<file path="config.mk">
export PLATFORM = sky130hd
export DESIGN_NAME = fcs_check_top
export DESIGN_NICKNAME = d
export VERILOG_FILES = /design/src/logic/fcs_pkg.sv /design/src/logic/frame_dispatch.sv /design/src/logic/fcs_lane.sv /design/src/logic/result_collect.sv /design/src/logic/fcs_check_top.sv
export VERILOG_INCLUDE_DIRS = /design/src /design/src/logic
export SDC_FILE = /design/constraint.sdc
export NUM_CORES = 1
export LEC_CHECK = 0
export ABC_CLOCK_PERIOD_IN_PS = 4800
export BUFFER_PORTS_ARGS = -buffer_cell sky130_fd_sc_hd__buf_2
export CAP_MARGIN = 20
export CORE_ASPECT_RATIO = 0.7
export CORE_MARGIN = 2
export CORE_UTILIZATION = 55
export CTS_CLUSTER_DIAMETER = 40
export CTS_CLUSTER_SIZE = 24
export DETAILED_ROUTE_END_ITERATION = 12
export PLACE_DENSITY_LB_ADDON = 0.1
export SLEW_MARGIN = 20
export SYNTH_ARGS = -nofsm -noshare
export SYNTH_HDL_FRONTEND = slang
export SYNTH_SLANG_ARGS = --single-unit
</file>
<file path="constraint.sdc">
create_clock -name CLK -period 4.8 [get_ports CLK]
set_input_delay 0.96 -clock CLK [delete_from_list [all_inputs] [get_ports CLK]]
set_output_delay 0.96 -clock CLK [all_outputs]
set_load 0.01 [all_outputs]
</file>
<file path="src/logic/fcs_defines.svh">
`ifndef FCS_DEFINES_SVH
`define FCS_DEFINES_SVH

// Number of checking lanes working side by side.
`define FCS_LANES 4

// CRC-32 generator polynomial, normal (non-reflected) form.
`define FCS_POLY 32'h04C11DB7

// Width of the frame byte counter, enough for 2047 byte frames.
`define FCS_LEN_W 11

`endif

</file>
<file path="src/logic/fcs_pkg.sv">
`include "fcs_defines.svh"

package fcs_pkg;

  // ======================================================================
  // Stream and result records
  // ======================================================================

  // One received byte of a frame.
  typedef struct packed {
    logic [7:0] data;   // Byte value, sent MSB first on the line.
    logic       last;   // Set on the final FCS byte of the frame.
  } byte_beat_t;

  // Outcome of one checked frame.
  typedef struct packed {
    logic [31:0]           crc;   // Inverted remainder over the payload.
    logic                  good;  // Set when crc matches the received FCS.
    logic [`FCS_LEN_W-1:0] len;   // Frame length in bytes, FCS included.
  } fcs_result_t;

endpackage

</file>
<file path="src/logic/frame_dispatch.sv">
`timescale 1ns/1ps
`include "fcs_defines.svh"

module frame_dispatch (
  input  logic                  CLK,
  input  logic                  RST,
  input  logic                  in_valid,
  output logic                  in_ready,
  input  fcs_pkg::byte_beat_t   in_beat,
  output logic [`FCS_LANES-1:0] lane_in_valid,
  input  logic [`FCS_LANES-1:0] lane_in_ready,
  output fcs_pkg::byte_beat_t   lane_in_beat
);

  localparam int TURN_W = (`FCS_LANES > 1) ? $clog2(`FCS_LANES) : 1;

  logic [TURN_W-1:0] turn;       // Lane that receives the current frame.
  logic              take_last;

  // ======================================================================
  // Handshake steering
  // ======================================================================

  // The ready of the selected lane goes straight back to the source.
  assign in_ready = lane_in_ready[turn];

  // Every lane sees the same beat. Only the selected one gets a valid.
  assign lane_in_beat = in_beat;

  always_comb
  begin
    lane_in_valid       = '0;
    lane_in_valid[turn] = in_valid;
  end

  // The frame ends here when its closing byte is taken.
  assign take_last = in_valid && in_ready && in_beat.last;

  // ======================================================================
  // Round-robin turn pointer
  // ======================================================================

  always_ff @(posedge CLK)
  begin
    if (!RST)
      turn <= '0;
    else if (take_last)
    begin
      if (turn == TURN_W'(`FCS_LANES - 1))
        turn <= '0;                     // Wrap back to lane 0.
      else
        turn <= turn + 1'b1;
    end
  end

endmodule

</file>
<file path="src/logic/fcs_lane.sv">
`timescale 1ns/1ps
`include "fcs_defines.svh"

module fcs_lane (
  input  logic                 CLK,
  input  logic                 RST,
  input  logic                 in_valid,
  output logic                 in_ready,
  input  fcs_pkg::byte_beat_t  in_beat,
  output logic                 res_valid,
  input  logic                 res_ready,
  output fcs_pkg::fcs_result_t res
);

  typedef enum logic [2:0] {
    ST_RST,    // First cycle after reset.
    ST_LOAD,   // Waiting for a beat.
    ST_SHIFT,  // Byte leaves the shift register one bit per clock.
    ST_FLUSH,  // Augmentation bits through the engine.
    ST_CMP,    // Remainder against the held-back FCS.
    ST_RES     // Result waits for the collector.
  } lane_state_t;

  lane_state_t           state;
  logic [7:0]            sreg;       // Byte being serialized.
  logic [2:0]            bit_cnt;    // Bits left in sreg, minus one.
  logic                  last_q;
  logic [31:0]           dbuf;       // Holds the newest 32 frame bits.
  logic [5:0]            fill_cnt;   // Saturates at 32.
  logic [5:0]            pre_cnt;    // Engine inputs so far, saturates at 32.
  logic [31:0]           crc;
  logic [5:0]            flush_cnt;
  logic [`FCS_LEN_W-1:0] len_cnt;
  logic                  pre_bit;

  // One step of the serial divider with polynomial feedback.
  function automatic logic [31:0] crc_step(input logic [31:0] c, input logic b);
    logic [31:0] fb;
    fb = c[31] ? `FCS_POLY : 32'h0;
    return {c[30:0], b} ^ fb;
  endfunction

  assign in_ready  = (state == ST_LOAD);
  assign res_valid = (state == ST_RES);

  // High while the engine is still inside the 32-bit preset window.
  assign pre_bit = ~pre_cnt[5];

  // ======================================================================
  // Control and CRC engine
  // ======================================================================

  always_ff @(posedge CLK)
  begin
    if (!RST)
    begin
      state     <= ST_RST;
      bit_cnt   <= '0;
      last_q    <= 1'b0;
      fill_cnt  <= '0;
      pre_cnt   <= '0;
      crc       <= '0;
      flush_cnt <= '0;
      len_cnt   <= '0;
    end
    else
    begin
      case (state)
        ST_RST:
          state <= ST_LOAD;
        ST_LOAD:
          if (in_valid)
          begin
            state   <= ST_SHIFT;
            bit_cnt <= 3'd7;
            last_q  <= in_beat.last;
            len_cnt <= len_cnt + 1'b1;
          end
        ST_SHIFT:
        begin
          // Once the buffer is full its oldest bit enters the engine.
          if (fill_cnt[5])
          begin
            crc <= crc_step(crc, dbuf[31]);
            if (!pre_cnt[5])
              pre_cnt <= pre_cnt + 1'b1;
          end
          else
            fill_cnt <= fill_cnt + 1'b1;
          bit_cnt <= bit_cnt - 1'b1;
          if (bit_cnt == 3'd0)
          begin
            if (last_q)
            begin
              state     <= ST_FLUSH;
              flush_cnt <= 6'd32;
            end
            else
              state <= ST_LOAD;
          end
        end
        ST_FLUSH:
        begin
          // Short payloads still owe part of the preset, so those zeros go in inverted.
          crc <= crc_step(crc, pre_bit);
          if (!pre_cnt[5])
            pre_cnt <= pre_cnt + 1'b1;
          flush_cnt <= flush_cnt - 1'b1;
          if (flush_cnt == 6'd1)
            state <= ST_CMP;
        end
        ST_CMP:
        begin
          state    <= ST_RES;       // Counters start over for the next frame.
          fill_cnt <= '0;
          pre_cnt  <= '0;
          crc      <= '0;
          len_cnt  <= '0;
        end
        ST_RES:
          if (res_ready)
            state <= ST_LOAD;
        default:
          state <= ST_RST;
      endcase
    end
  end

  // ======================================================================
  // Shift register, delay buffer and result
  // ======================================================================

  always_ff @(posedge CLK)
  begin
    case (state)
      ST_LOAD:
        if (in_valid)
          sreg <= in_beat.data;
      ST_SHIFT:
      begin
        sreg <= {sreg[6:0], 1'b0};
        dbuf <= {dbuf[30:0], sreg[7] ^ ~fill_cnt[5]}; // First 32 bits inverted.
      end
      ST_FLUSH:
        // A full turn of the buffer, undoing the inversion on FCS bits inside the preset window.
        dbuf <= {dbuf[30:0], dbuf[31] ^ pre_bit};
      ST_CMP:
      begin
        res.crc  <= ~crc;
        res.good <= (~crc == dbuf);
        res.len  <= len_cnt;
      end
      default:
        sreg <= sreg;
    endcase
  end

endmodule

</file>
<file path="src/logic/result_collect.sv">
`timescale 1ns/1ps
`include "fcs_defines.svh"

module result_collect (
  input  logic                                   CLK,
  input  logic                                   RST,
  input  logic [`FCS_LANES-1:0]                  lane_res_valid,
  output logic [`FCS_LANES-1:0]                  lane_res_ready,
  input  fcs_pkg::fcs_result_t [`FCS_LANES-1:0]  lane_res,
  output logic                                   out_valid,
  input  logic                                   out_ready,
  output fcs_pkg::fcs_result_t                   out_result
);

  localparam int TURN_W = (`FCS_LANES > 1) ? $clog2(`FCS_LANES) : 1;

  logic [TURN_W-1:0] turn;   // Lane whose result leaves next.
  logic              take;

  // Only the lane in turn is visible, so frame order is kept
  // even when a later lane finishes first.
  assign out_valid  = lane_res_valid[turn];
  assign out_result = lane_res[turn];
  assign take       = out_valid && out_ready;

  always_comb
  begin
    lane_res_ready       = '0;
    lane_res_ready[turn] = out_ready;   // Back-pressure reaches that lane only.
  end

  // ======================================================================
  // Turn pointer, same sequence as the dispatcher
  // ======================================================================

  always_ff @(posedge CLK)
  begin
    if (!RST)
      turn <= '0;
    else if (take)
    begin
      if (turn == TURN_W'(`FCS_LANES - 1))
        turn <= '0;
      else
        turn <= turn + 1'b1;
    end
  end

endmodule

</file>
<file path="src/logic/fcs_check_top.sv">
`timescale 1ns/1ps
`include "fcs_defines.svh"

module fcs_check_top (
  input  logic                 CLK,
  input  logic                 RST,
  input  logic                 in_valid,
  output logic                 in_ready,
  input  fcs_pkg::byte_beat_t  in_beat,
  output logic                 out_valid,
  input  logic                 out_ready,
  output fcs_pkg::fcs_result_t out_result
);

  import fcs_pkg::*;

  logic [`FCS_LANES-1:0]        lane_in_valid;
  logic [`FCS_LANES-1:0]        lane_in_ready;
  byte_beat_t                   lane_in_beat;     // Shared by all lanes.
  logic [`FCS_LANES-1:0]        lane_res_valid;
  logic [`FCS_LANES-1:0]        lane_res_ready;
  fcs_result_t [`FCS_LANES-1:0] lane_res;

  frame_dispatch u_dispatch (
    .CLK           (CLK),
    .RST           (RST),
    .in_valid      (in_valid),
    .in_ready      (in_ready),
    .in_beat       (in_beat),
    .lane_in_valid (lane_in_valid),
    .lane_in_ready (lane_in_ready),
    .lane_in_beat  (lane_in_beat)
  );

  // Whole frames go to the lanes in turn, so several are checked at once.
  for (genvar i = 0; i < `FCS_LANES; i++)
  begin : g_lane
    fcs_lane u_lane (
      .CLK       (CLK),
      .RST       (RST),
      .in_valid  (lane_in_valid[i]),
      .in_ready  (lane_in_ready[i]),
      .in_beat   (lane_in_beat),
      .res_valid (lane_res_valid[i]),
      .res_ready (lane_res_ready[i]),
      .res       (lane_res[i])
    );
  end

  result_collect u_collect (
    .CLK            (CLK),
    .RST            (RST),
    .lane_res_valid (lane_res_valid),
    .lane_res_ready (lane_res_ready),
    .lane_res       (lane_res),
    .out_valid      (out_valid),
    .out_ready      (out_ready),
    .out_result     (out_result)
  );

endmodule

</file>
==> results of run 1 <==
per-stage QoR:
stage | cells | power (mW) | worst slack, ns
final | 2739 | 10.8 | 1.32
after global routing | 2739 | 11.1 | 1.18
after CTS | 2739 | 10.9 | 1.34
after detailed placement | 2637 | 6.17 | 1.93
after global placement | 2637 | 6.16 | 1.98
after floorplan | 2055 | 6.05 | 2.34
cells by family after synthesis:
family / share of synthesized area, %
AND/OR/NAND/NOR: 10.1
buffers and inverters: 4.38
XOR/XNOR: 8.47
adder cells (fa/ha/maj): 1.77
flip-flops: 61.4
multiplexers: 5.81
AO/OA/AOI/OAI: 8.06
flip-flops by register name (all words and copies together), names as in the netlist:
name	cells
g_lane.u_lane.dbuf	128
g_lane.u_lane.state	12
g_lane.u_lane.fill_cnt	24
g_lane.u_lane.last_q	4
g_lane.u_lane.bit_cnt	12
g_lane.u_lane.res	176
g_lane.u_lane.sreg	32
g_lane.u_lane.crc	128
u_dispatch.turn	2
g_lane.u_lane.pre_cnt	24
g_lane.u_lane.len_cnt	44
u_collect.turn	2
g_lane.u_lane.flush_cnt	24
power by group:
part	switching (mW)	internal, mW
clock network	2.30	2.41
logic	0.249	0.136
registers	0.0805	5.59
metal layers:
layer  global-route usage [%]  up-vias  share of wire, %
met3                     6.08       80               7.7
met4                     5.09        0               1.7
met1                     38.7     7794                49
li1                         -     7451                 -
met5                        0        -                 0
met2                     34.4      479                42
critical path: stages, from the launching register on:
cell and delay (ns):
dfxtp_2 0.64, nor4bb_1 0.72, a31oi_1 0.17, mux2i_1 0.21
buf_2 0.18
how the worst max path moves through the flow:
stage	from	endpoint	slack, ns	depth (start not counted)
detailed placement	RST	g_lane[0].u_lane.crc[16]	1.93	5
global placement	RST	g_lane[0].u_lane.crc[22]	1.98	5
floorplan	u_collect.turn[0]	out_result[16]	2.34	3
CTS	u_collect.turn[1]	out_valid	1.34	4
finish	u_collect.turn[1]	out_valid	1.32	4
global route	u_collect.turn[1]	out_valid	1.18	4
cells in the mapped netlist, types with 21 or more instances:
cell | count | area (um2)
a211oi_1 | 37 | 278
a21oi_1 | 69 | 345
a22o_1 | 43 | 377
a22oi_1 | 66 | 495
buf_2 | 44 | 220
clkbuf_1 | 45 | 169
dfxtp_1 | 276 | 5530
edfxtp_1 | 336 | 10100
ha_1 | 36 | 450
inv_1 | 176 | 661
mux2_2 | 29 | 327
mux4_2 | 44 | 991
nand2_1 | 49 | 184
nand3_1 | 33 | 165
nand4_1 | 38 | 238
nor2_1 | 190 | 713
nor3_1 | 26 | 130
nor4_1 | 42 | 263
o21ai_0 | 39 | 195
or3_1 | 21 | 131
xnor2_1 | 179 | 1570
xor2_1 | 67 | 587
cell type report:
type / count / share of cell area [%]
sequential: 612 / 55.4
multi-input combinational: 1166 / 31.0
clock buffer: 56 / 4.82
tap: 603 / 2.68
inverter: 178 / 2.39
clock inverter: 46 / 2.20
timing repair buffer: 78 / 1.56
==> impl_metrics.json, run 1 <==
{
  "min_path_type": "flop to flop",
  "core_area_um2": 45400,
  "drt-pass1-iter-count": 7,
  "final_common_cell": "edfxtp_1",
  "multi_input_area_um2": 8730,
  "postSynth.asyncResetShare_pct": 0,
  "cts_made_buffers": 54,
  "nFillCells": 3544,
  "h-tree-depth": 2,
  "fin_area_um2": 28200,
  "avgSynthCellArea_um2": 12.4,
  "port_buffers": 58,
  "hp-start": "g_lane[1].u_lane.len_cnt[10]",
  "arrival_ns": 2.52,
  "end_kind": "output pin",
  "final_util_pct": 62.1,
  "cts-resized-gates": 0,
  "cts_sinks": 612,
  "nets": 2139,
  "finalCriticalPeriod_ns": 3.48,
  "die_h_um": 184,
  "ios": 59,
  "ant_nets": 0,
  "dp_hpwl_mm": 41.1,
  "grt_max_degree": 69,
  "yosysWarnings": 0,
  "vias": 15804,
  "clockBufferDepth": 3,
  "post_cts_buffers": 0,
  "ctsHoldBuffers": 0,
  "timing.rr.end": "g_lane[2].u_lane.pre_cnt[3]",
  "finalSetupTns_ns": 0,
  "drive_gt1_share_pct": 13.5,
  "slew_headroom_pct": 31.7,
  "die_area_um2": 48000,
  "fin_crit_sh_pct": 72.5,
  "clkLatencyLatePin_ns": 0.63,
  "grt.total_usage_pct": 24.6,
  "max_freq_mhz": 287,
  "netlist_area_um2": 25400,
  "synth_edf_count": 336,
  "power_density_nw_per_um2": 382,
  "drtIter0Drc": 1670,
  "layout_common_cells": "336 x edfxtp_1, 273 x dfxtp_1, 188 x nor2_1",
  "antennaDiodeCount": 0,
  "status": "finished clean",
  "hold_depth": 0,
  "vias_per_cell": 5.77,
  "ys_types": 64,
  "cp-start-kind": "flop",
  "cts_tree": "built",
  "required_ns": 3.84,
  "core.rowCount": 65,
  "p_leak_nw": 9.30,
  "fp.dieW_um": 261,
  "ir_drop_mv": 0.353,
  "wl_mm": 58.4,
  "r2r_slack_ns": 2.38,
  "clk_pin_slew_ns": 0.08,
  "grt.overflow.total": 0,
  "ys_ff_latch": 612,
  "clock-root-buffer": "clkbuf_16",
  "start_util_pct": 56.0,
  "wl_per_cell_um": 21.3,
  "whs_ns": 0.457,
  "min_to": "g_lane[1].u_lane.res[10]",
  "areaGrowthSynthToFinish_pct": 10.9,
  "hold_viol_final": 0,
  "synthCells": 2055,
  "regArea_um2": 15600,
  "ys.flop_type": "edfxtp_1",
  "gp_congestion": 0.821,
  "critical_path_class": "flop to output pin",
  "rr_worst_depth": 5,
  "path_max_fanout": 43,
  "finalClockSkew_ns": 0.0453,
  "rsz0062_at_grt": "no",
  "antenna_found_initial": 1,
  "grt_pass1_vias": 15061,
  "yosysSeqAreaShare_pct": 61.4,
  "cap_violations": 0,
  "reg2reg_from": "g_lane[2].u_lane.state[1]",
  "drc": 0,
  "dpl_cell_area_um2": 26200,
  "grt_pass1_wl_mm": 89.7,
  "syn-num-nets": 2104,
  "slew_violations": 0,
  "worst_pin_slew_ns": 1.03,
  "setup_viol": 0
}
(Power assumes the default switching activity.)
==> run 2: changes to the inputs <==
--- a/config.mk
+++ b/config.mk
@@ -6,7 +6,7 @@
 export SDC_FILE = /design/constraint.sdc
 export NUM_CORES = 1
 export LEC_CHECK = 0
-export ABC_CLOCK_PERIOD_IN_PS = 4800
+export ABC_CLOCK_PERIOD_IN_PS = 3600
 export BUFFER_PORTS_ARGS = -buffer_cell sky130_fd_sc_hd__buf_2
 export CAP_MARGIN = 20
 export CORE_ASPECT_RATIO = 0.7
==> constraint.sdc (replaced) <==
create_clock -name CLK -period 3.6 [get_ports CLK]
set_input_delay 0.72 -clock CLK [delete_from_list [all_inputs] [get_ports CLK]]
set_output_delay 0.72 -clock CLK [all_outputs]
set_load 0.01 [all_outputs]
==> run 2 against run 1 <==
Wire length rose by 3.7%. Total power rose by 31%. Hold slack worse by 0.0028 ns. Non-clock buffer count up 11. Flip-flop and latch count stayed put. Global-route usage up 1.2 points. Register-to-register slack worse by 1.2 ns. Worst setup slack worse by 1.1 ns. Cell count is 0.44% higher. Largest cell class unchanged. Largest power group unchanged.
==> impl_metrics.json, run 2 (same netlist as run 1, synthesis figures left out) <==
{
  "slew_violations": 0,
  "post_cts_buffers": 0,
  "antenna_found_initial": 1,
  "fp.dieW_um": 261,
  "setup_viol": 0,
  "ant_nets": 0,
  "power_mw": 14.2,
  "end_kind": "output pin",
  "h-tree-depth": 2,
  "grt.overflow.total": 0,
  "p_leak_nw": 9.36,
  "clkLatencyLatePin_ns": 0.60,
  "finalCriticalPeriod_ns": 3.34,
  "nFillCells": 3486,
  "nets": 2150,
  "gp_congestion": 0.849,
  "status": "finished clean",
  "slowest_delay_ns": 0.83,
  "cts_sinks": 612,
  "drt-pass1-iter-count": 6,
  "fin_area_um2": 28200,
  "port_buffers": 58,
  "grt_pass1_vias": 15201,
  "cap_violations": 0,
  "arrival_ns": 2.62,
  "wl_per_cell_um": 22.0,
  "seq_power_share_pct": 53.4,
  "clock_power_share_pct": 42.8,
  "drc": 0,
  "core_area_um2": 45400,
  "min_path_type": "flop to flop",
  "layout_common_cells": "336 x edfxtp_1, 274 x dfxtp_1, 188 x nor2_1",
  "ctsHoldBuffers": 0,
  "finalClockSkew_ns": 0.0210,
  "share_comb_of_total_power_pct": 3.8,
  "path_cells": "nor4bb_1 -> a31oi_1 -> mux2i_1 -> buf_2",
  "largest_reg_flops": 176,
  "path_max_fanout": 15,
  "clockBufferDepth": 3,
  "die_h_um": 184,
  "clock-root-buffer": "clkbuf_16",
  "areaGrowthSynthToFinish_pct": 11.0,
  "fin_crit_sh_pct": 92.9,
  "vias": 16124,
  "slew_headroom_pct": 34.4,
  "power_density_nw_per_um2": 501,
  "cts_tree": "built",
  "cts_made_buffers": 54,
  "reg_top3": "g_lane.u_lane.res x176, g_lane.u_lane.crc x128, g_lane.u_lane.dbuf x128",
  "grt.total_usage_pct": 25.8,
  "start_util_pct": 56.0,
  "grt_pass1_wl_mm": 93.5,
  "grt_max_degree": 51,
  "dp_hpwl_mm": 42.6,
  "cts-resized-gates": 0,
  "switchingPower_mw": 3.35,
  "hold_viol_final": 0,
  "max_freq_mhz": 299,
  "clk_pin_slew_ns": 0.07,
  "ir_drop_mv": 0.443,
  "largest-register": "g_lane.u_lane.res",
  "drive_gt1_share_pct": 13.7,
  "finalSetupTns_ns": 0,
  "rsz0062_at_grt": "no",
  "core.rowCount": 65,
  "switching_share_pct": 23.7,
  "critical_path_class": "flop to output pin",
  "worst_pin_slew_ns": 0.983,
  "wl_mm": 60.5,
  "intPower_mw": 10.8,
  "cp-start-kind": "flop",
  "dpl_cell_area_um2": 26300,
  "ios": 59,
  "vias_per_cell": 5.86,
  "drtIter0Drc": 1783,
  "final_common_cell": "edfxtp_1",
  "slowest_stage": "nor4bb_1",
  "die_area_um2": 48000,
  "required_ns": 2.88
}
run 2: cell count changes in the layout (fill, tap and decap cells not counted), moves of 3 or more:
cell | previous run | this run
inv_6 | 9 | 5
inv_12 | 7 | 1
inv_8 | 2 | 6
clkbuf_16 | 54 | 57
clkinvlp_4 | 5 | 1
clkinv_4 | 4 | 7
clkinv_2 | 2 | 6
buf_4 | 20 | 30
run 2: stage by stage:
step / hold slack (ns) / cells / setup WS, ns / util, %
final: 0.454 / 2751 / 0.257 / 62.2
after CTS: 0.460 / 2749 / 0.386 / 62.2
after global routing: 0.480 / 2750 / 0.209 / 62.2
after global placement: 0.431 / 2647 / 1.03 / 57.9
after floorplan: 0.417 / 2055 / 1.28 / -
after detailed placement: 0.441 / 2647 / 1.03 / 57.9
run 2: final cells by class:
| class | count | area, um2 | share of cell area (%) |
|---|---|---|---|
| well taps | 603 | 754 | 2.67 |
| repair buffers | 89 | 531 | 1.88 |
| clock inverters | 40 | 464 | 1.64 |
| flip-flops and latches | 612 | 15600 | 55.3 |
| multi-input cells | 1166 | 8730 | 30.9 |
| clock buffers | 62 | 1460 | 5.15 |
| diodes | 1 | 2.50 | 0.00886 |
| inverters | 178 | 674 | 2.39 |
run 2: metal layers:
metal	share of wire [%]	vias up	global-route usage, %
met3	8.1	73	5.78
met5	0	-	0
met2	41	513	35.5
met4	1.8	0	5.50
met1	49	8070	41.4
li1	-	7468	-
run 2: power by group through the flow:
stage | Sequential [mW] | Combinational (mW) | Clock, mW
final | 7.56 | 0.533 | 6.06
after global routing | 7.57 | 0.589 | 6.46
after CTS | 7.56 | 0.532 | 6.17
after detailed placement | 7.72 | 0.528 | 0
after global placement | 7.71 | 0.513 | 0
after floorplan | 7.67 | 0.402 | 0
run 2: final timing paths:
path	endpoint	cells past startpoint	start	slack, ns
max	out_valid	4	g_lane[1].u_lane.state[0]	0.26
min	g_lane[0].u_lane.res[10]	0	g_lane[0].u_lane.len_cnt[10]	0.45
max reg2reg	g_lane[0].u_lane.sreg[0]	3	g_lane[0].u_lane.state[1]	1.17
min reg2reg	g_lane[0].u_lane.res[10]	0	g_lane[0].u_lane.len_cnt[10]	0.45
run 2: worst max-delay path: cells and delay by family (launching register included):
| kind | cells | cell delay, ns |
|---|---|---|
| simple gates | 1 | 0.83 |
| flops | 1 | 0.61 |
| buf+inv | 1 | 0.18 |
| mux | 1 | 0.26 |
| compound gates | 1 | 0.16 |
==> run 3: changes to the inputs <==
--- a/config.mk
+++ b/config.mk
@@ -6,6 +6,7 @@
 export SDC_FILE = /design/constraint.sdc
 export NUM_CORES = 1
 export LEC_CHECK = 0
+export ABC_AREA = 1
 export ABC_CLOCK_PERIOD_IN_PS = 3600
 export BUFFER_PORTS_ARGS = -buffer_cell sky130_fd_sc_hd__buf_2
 export CAP_MARGIN = 20
@@ -15,6 +16,7 @@
 export CTS_CLUSTER_DIAMETER = 40
 export CTS_CLUSTER_SIZE = 24
 export DETAILED_ROUTE_END_ITERATION = 12
+export HOLD_SLACK_MARGIN = 0.02
 export PLACE_DENSITY_LB_ADDON = 0.1
 export SLEW_MARGIN = 20
 export SYNTH_ARGS = -nofsm -noshare
==> run 3 against run 2 <==
Global-route usage grew 0.38 points. Clock power grew 12%. Area after synthesis is 3.8% higher. Sequential share of layout area is 1.9 points lower. Cell count rose by 28%. Critical path type unchanged. First-iteration DRC count grew 11%. Flip-flop and latch count is the same.
==> impl_metrics.json, run 3 <==
{
  "worst_pin_slew_ns": 0.942,
  "arrival_ns": 2.58,
  "rsz0062_at_grt": "no",
  "antenna_found_initial": 2,
  "clock-root-buffer": "clkbuf_16",
  "synth_area_leader_cell": "edfxtp_1",
  "ir_drop_mv": 0.417,
  "ant_nets": 0,
  "power_density_nw_per_um2": 708,
  "yosysSeqAreaShare_pct": 59.2,
  "avgSynthCellArea_um2": 9.40,
  "path_cells": "clkinv_1 -> buf_4 -> o21ai_0 -> o22ai_1 -> buf_2",
  "die_area_um2": 49800,
  "drtIter0Drc": 1973,
  "port_buffers": 58,
  "slew_violations": 0,
  "whs_ns": 0.434,
  "slowest_stage": "clkinv_1",
  "critical_path_class": "flop to output pin",
  "max_freq_mhz": 303,
  "fp.dieW_um": 266,
  "core_area_um2": 47600,
  "fin_crit_sh_pct": 91.8,
  "clk_pin_slew_ns": 0.07,
  "start_util_pct": 55.4,
  "p_leak_nw": 10.8,
  "cts_made_buffers": 59,
  "place_inst": 3400,
  "final_util_pct": 61.3,
  "reg_top3": "g_lane.u_lane.res x176, g_lane.u_lane.crc x128, g_lane.u_lane.dbuf x128",
  "yosysMostFrequentCell": "nand2_1",
  "postSynth.asyncResetShare_pct": 0,
  "finalSetupTns_ns": 0,
  "layout_common_cells": "485 x nand2_1, 341 x nor2_1, 336 x edfxtp_1",
  "nets": 2889,
  "dp_hpwl_mm": 46.9,
  "grt_pass1_wl_mm": 102,
  "cts-resized-gates": 0,
  "ys_top_cells_by_count": "485 x nand2_1, 341 x nor2_1, 336 x edfxtp_1, 294 x inv_1, 276 x dfxtp_1",
  "finalCriticalPeriod_ns": 3.30,
  "areaGrowthSynthToFinish_pct": 10.7,
  "status": "finished clean",
  "slowest_delay_ns": 0.72,
  "setup_ws_ns": 0.297,
  "drive_gt1_share_pct": 9.00,
  "finalClockSkew_ns": 0.0203,
  "drt-pass1-iter-count": 6,
  "ios": 59,
  "end_kind": "output pin",
  "synthTopCellsByArea": "edfxtp_1 38%, dfxtp_1 21%, nand2_1 6.9%",
  "yosysWarnings": 0,
  "path_max_fanout": 31,
  "final_common_cell": "nand2_1",
  "ctsHoldBuffers": 0,
  "wl_per_cell_um": 18.6,
  "wl_mm": 65.4,
  "clockBufferDepth": 3,
  "min_path_type": "flop to flop",
  "slew_headroom_pct": 36.8,
  "hold_viol_final": 0,
  "ys_types": 47,
  "instances_no_fill": 3511,
  "cap_violations": 0,
  "vias_per_cell": 5.59,
  "grt_max_degree": 100,
  "cts_sinks": 612,
  "largest-register": "g_lane.u_lane.res",
  "cp-start-kind": "flop",
  "h-tree-depth": 2,
  "syn-num-nets": 2856,
  "synthCells": 2807,
  "grt.overflow.total": 0,
  "cts_tree": "built",
  "netlist_area_um2": 26400,
  "ys_ff_latch": 612,
  "largest_reg_flops": 176,
  "core.rowCount": 67,
  "die_h_um": 187,
  "post_cts_buffers": 0,
  "grt_pass1_vias": 17908,
  "dp_slack_ns": 0.933,
  "clkLatencyLatePin_ns": 0.63,
  "required_ns": 2.88,
  "ys.flop_type": "edfxtp_1",
  "drc": 0,
  "yosys.area.top_type_share_pct": 38.2,
  "antennaDiodeCount": 0,
  "synth_edf_count": 336,
  "setup_viol": 0,
  "grt.total_usage_pct": 26.2,
  "gp_congestion": 0.873,
  "vias": 19627
}
==> run 3: worst max-delay path: cells and delay by family (launching register included) <==
kind,cells,cell delay (ns)
DFF,1,0.33
buffers and inverters,3,1.37
AOI/OAI and AO/OA,2,0.24
==> run 3: area by class of cell <==
| cell class | count | area, um2 |
|---|---|---|
| Sequential cell | 612 | 15600 |
| Inverter | 310 | 1170 |
| Clock buffer | 65 | 1560 |
| Timing Repair Buffer | 75 | 433 |
| Fill cell | 3989 | 18400 |
| Clock inverter | 46 | 577 |
| Multi-Input combinational cell | 1782 | 9080 |
| Tap cell | 621 | 777 |
==> run 3: path summary, 6_finish.rpt <==
kind / to / from / cells past startpoint / slack (ns)
max: out_result[37] / u_collect.turn[1] / 5 / 0.30
min: g_lane[0].u_lane.res[8] / g_lane[0].u_lane.len_cnt[8] / 0 / 0.43
max reg2reg: g_lane[1].u_lane.crc[26] / g_lane[1].u_lane.state[0] / 7 / 1.23
min reg2reg: g_lane[0].u_lane.res[8] / g_lane[0].u_lane.len_cnt[8] / 0 / 0.43
==> run 3: per-stage QoR <==
step,area (um2),power [mW]
after global routing,29200,21.7
after detailed placement,27100,14.0
after floorplan,26400,12.8
after CTS,29200,20.7
final,29200,20.7
after global placement,27100,13.8
==> run 3: layer usage <==
layer	vias up	global-route usage (%)	wire length, um
met1	9406	40.9	31500
met4	2	6.78	1390
met5	-	0	13
met3	84	3.77	4800
li1	9450	-	-
met2	685	38.2	27800
==> run 3: logic make-up after synthesis <==
group,synth area share (%)
AOI/OAI and AO/OA,10.7
xor gates and xnor gates,4.22
adders and majority gates,1.71
buffers and inverters,6.43
DFF,59.2
and+or+nand+nor,17.7
==> run 3: power breakdown <==
group / internal [mW] / leakage (nW) / switching (mW) / total [mW]
Sequential: 8.86 / 5.13 / 0.867 / 9.73
Clock: 3.76 / 1.03 / 3.00 / 6.76
Combinational: 1.20 / 4.65 / 2.99 / 4.18
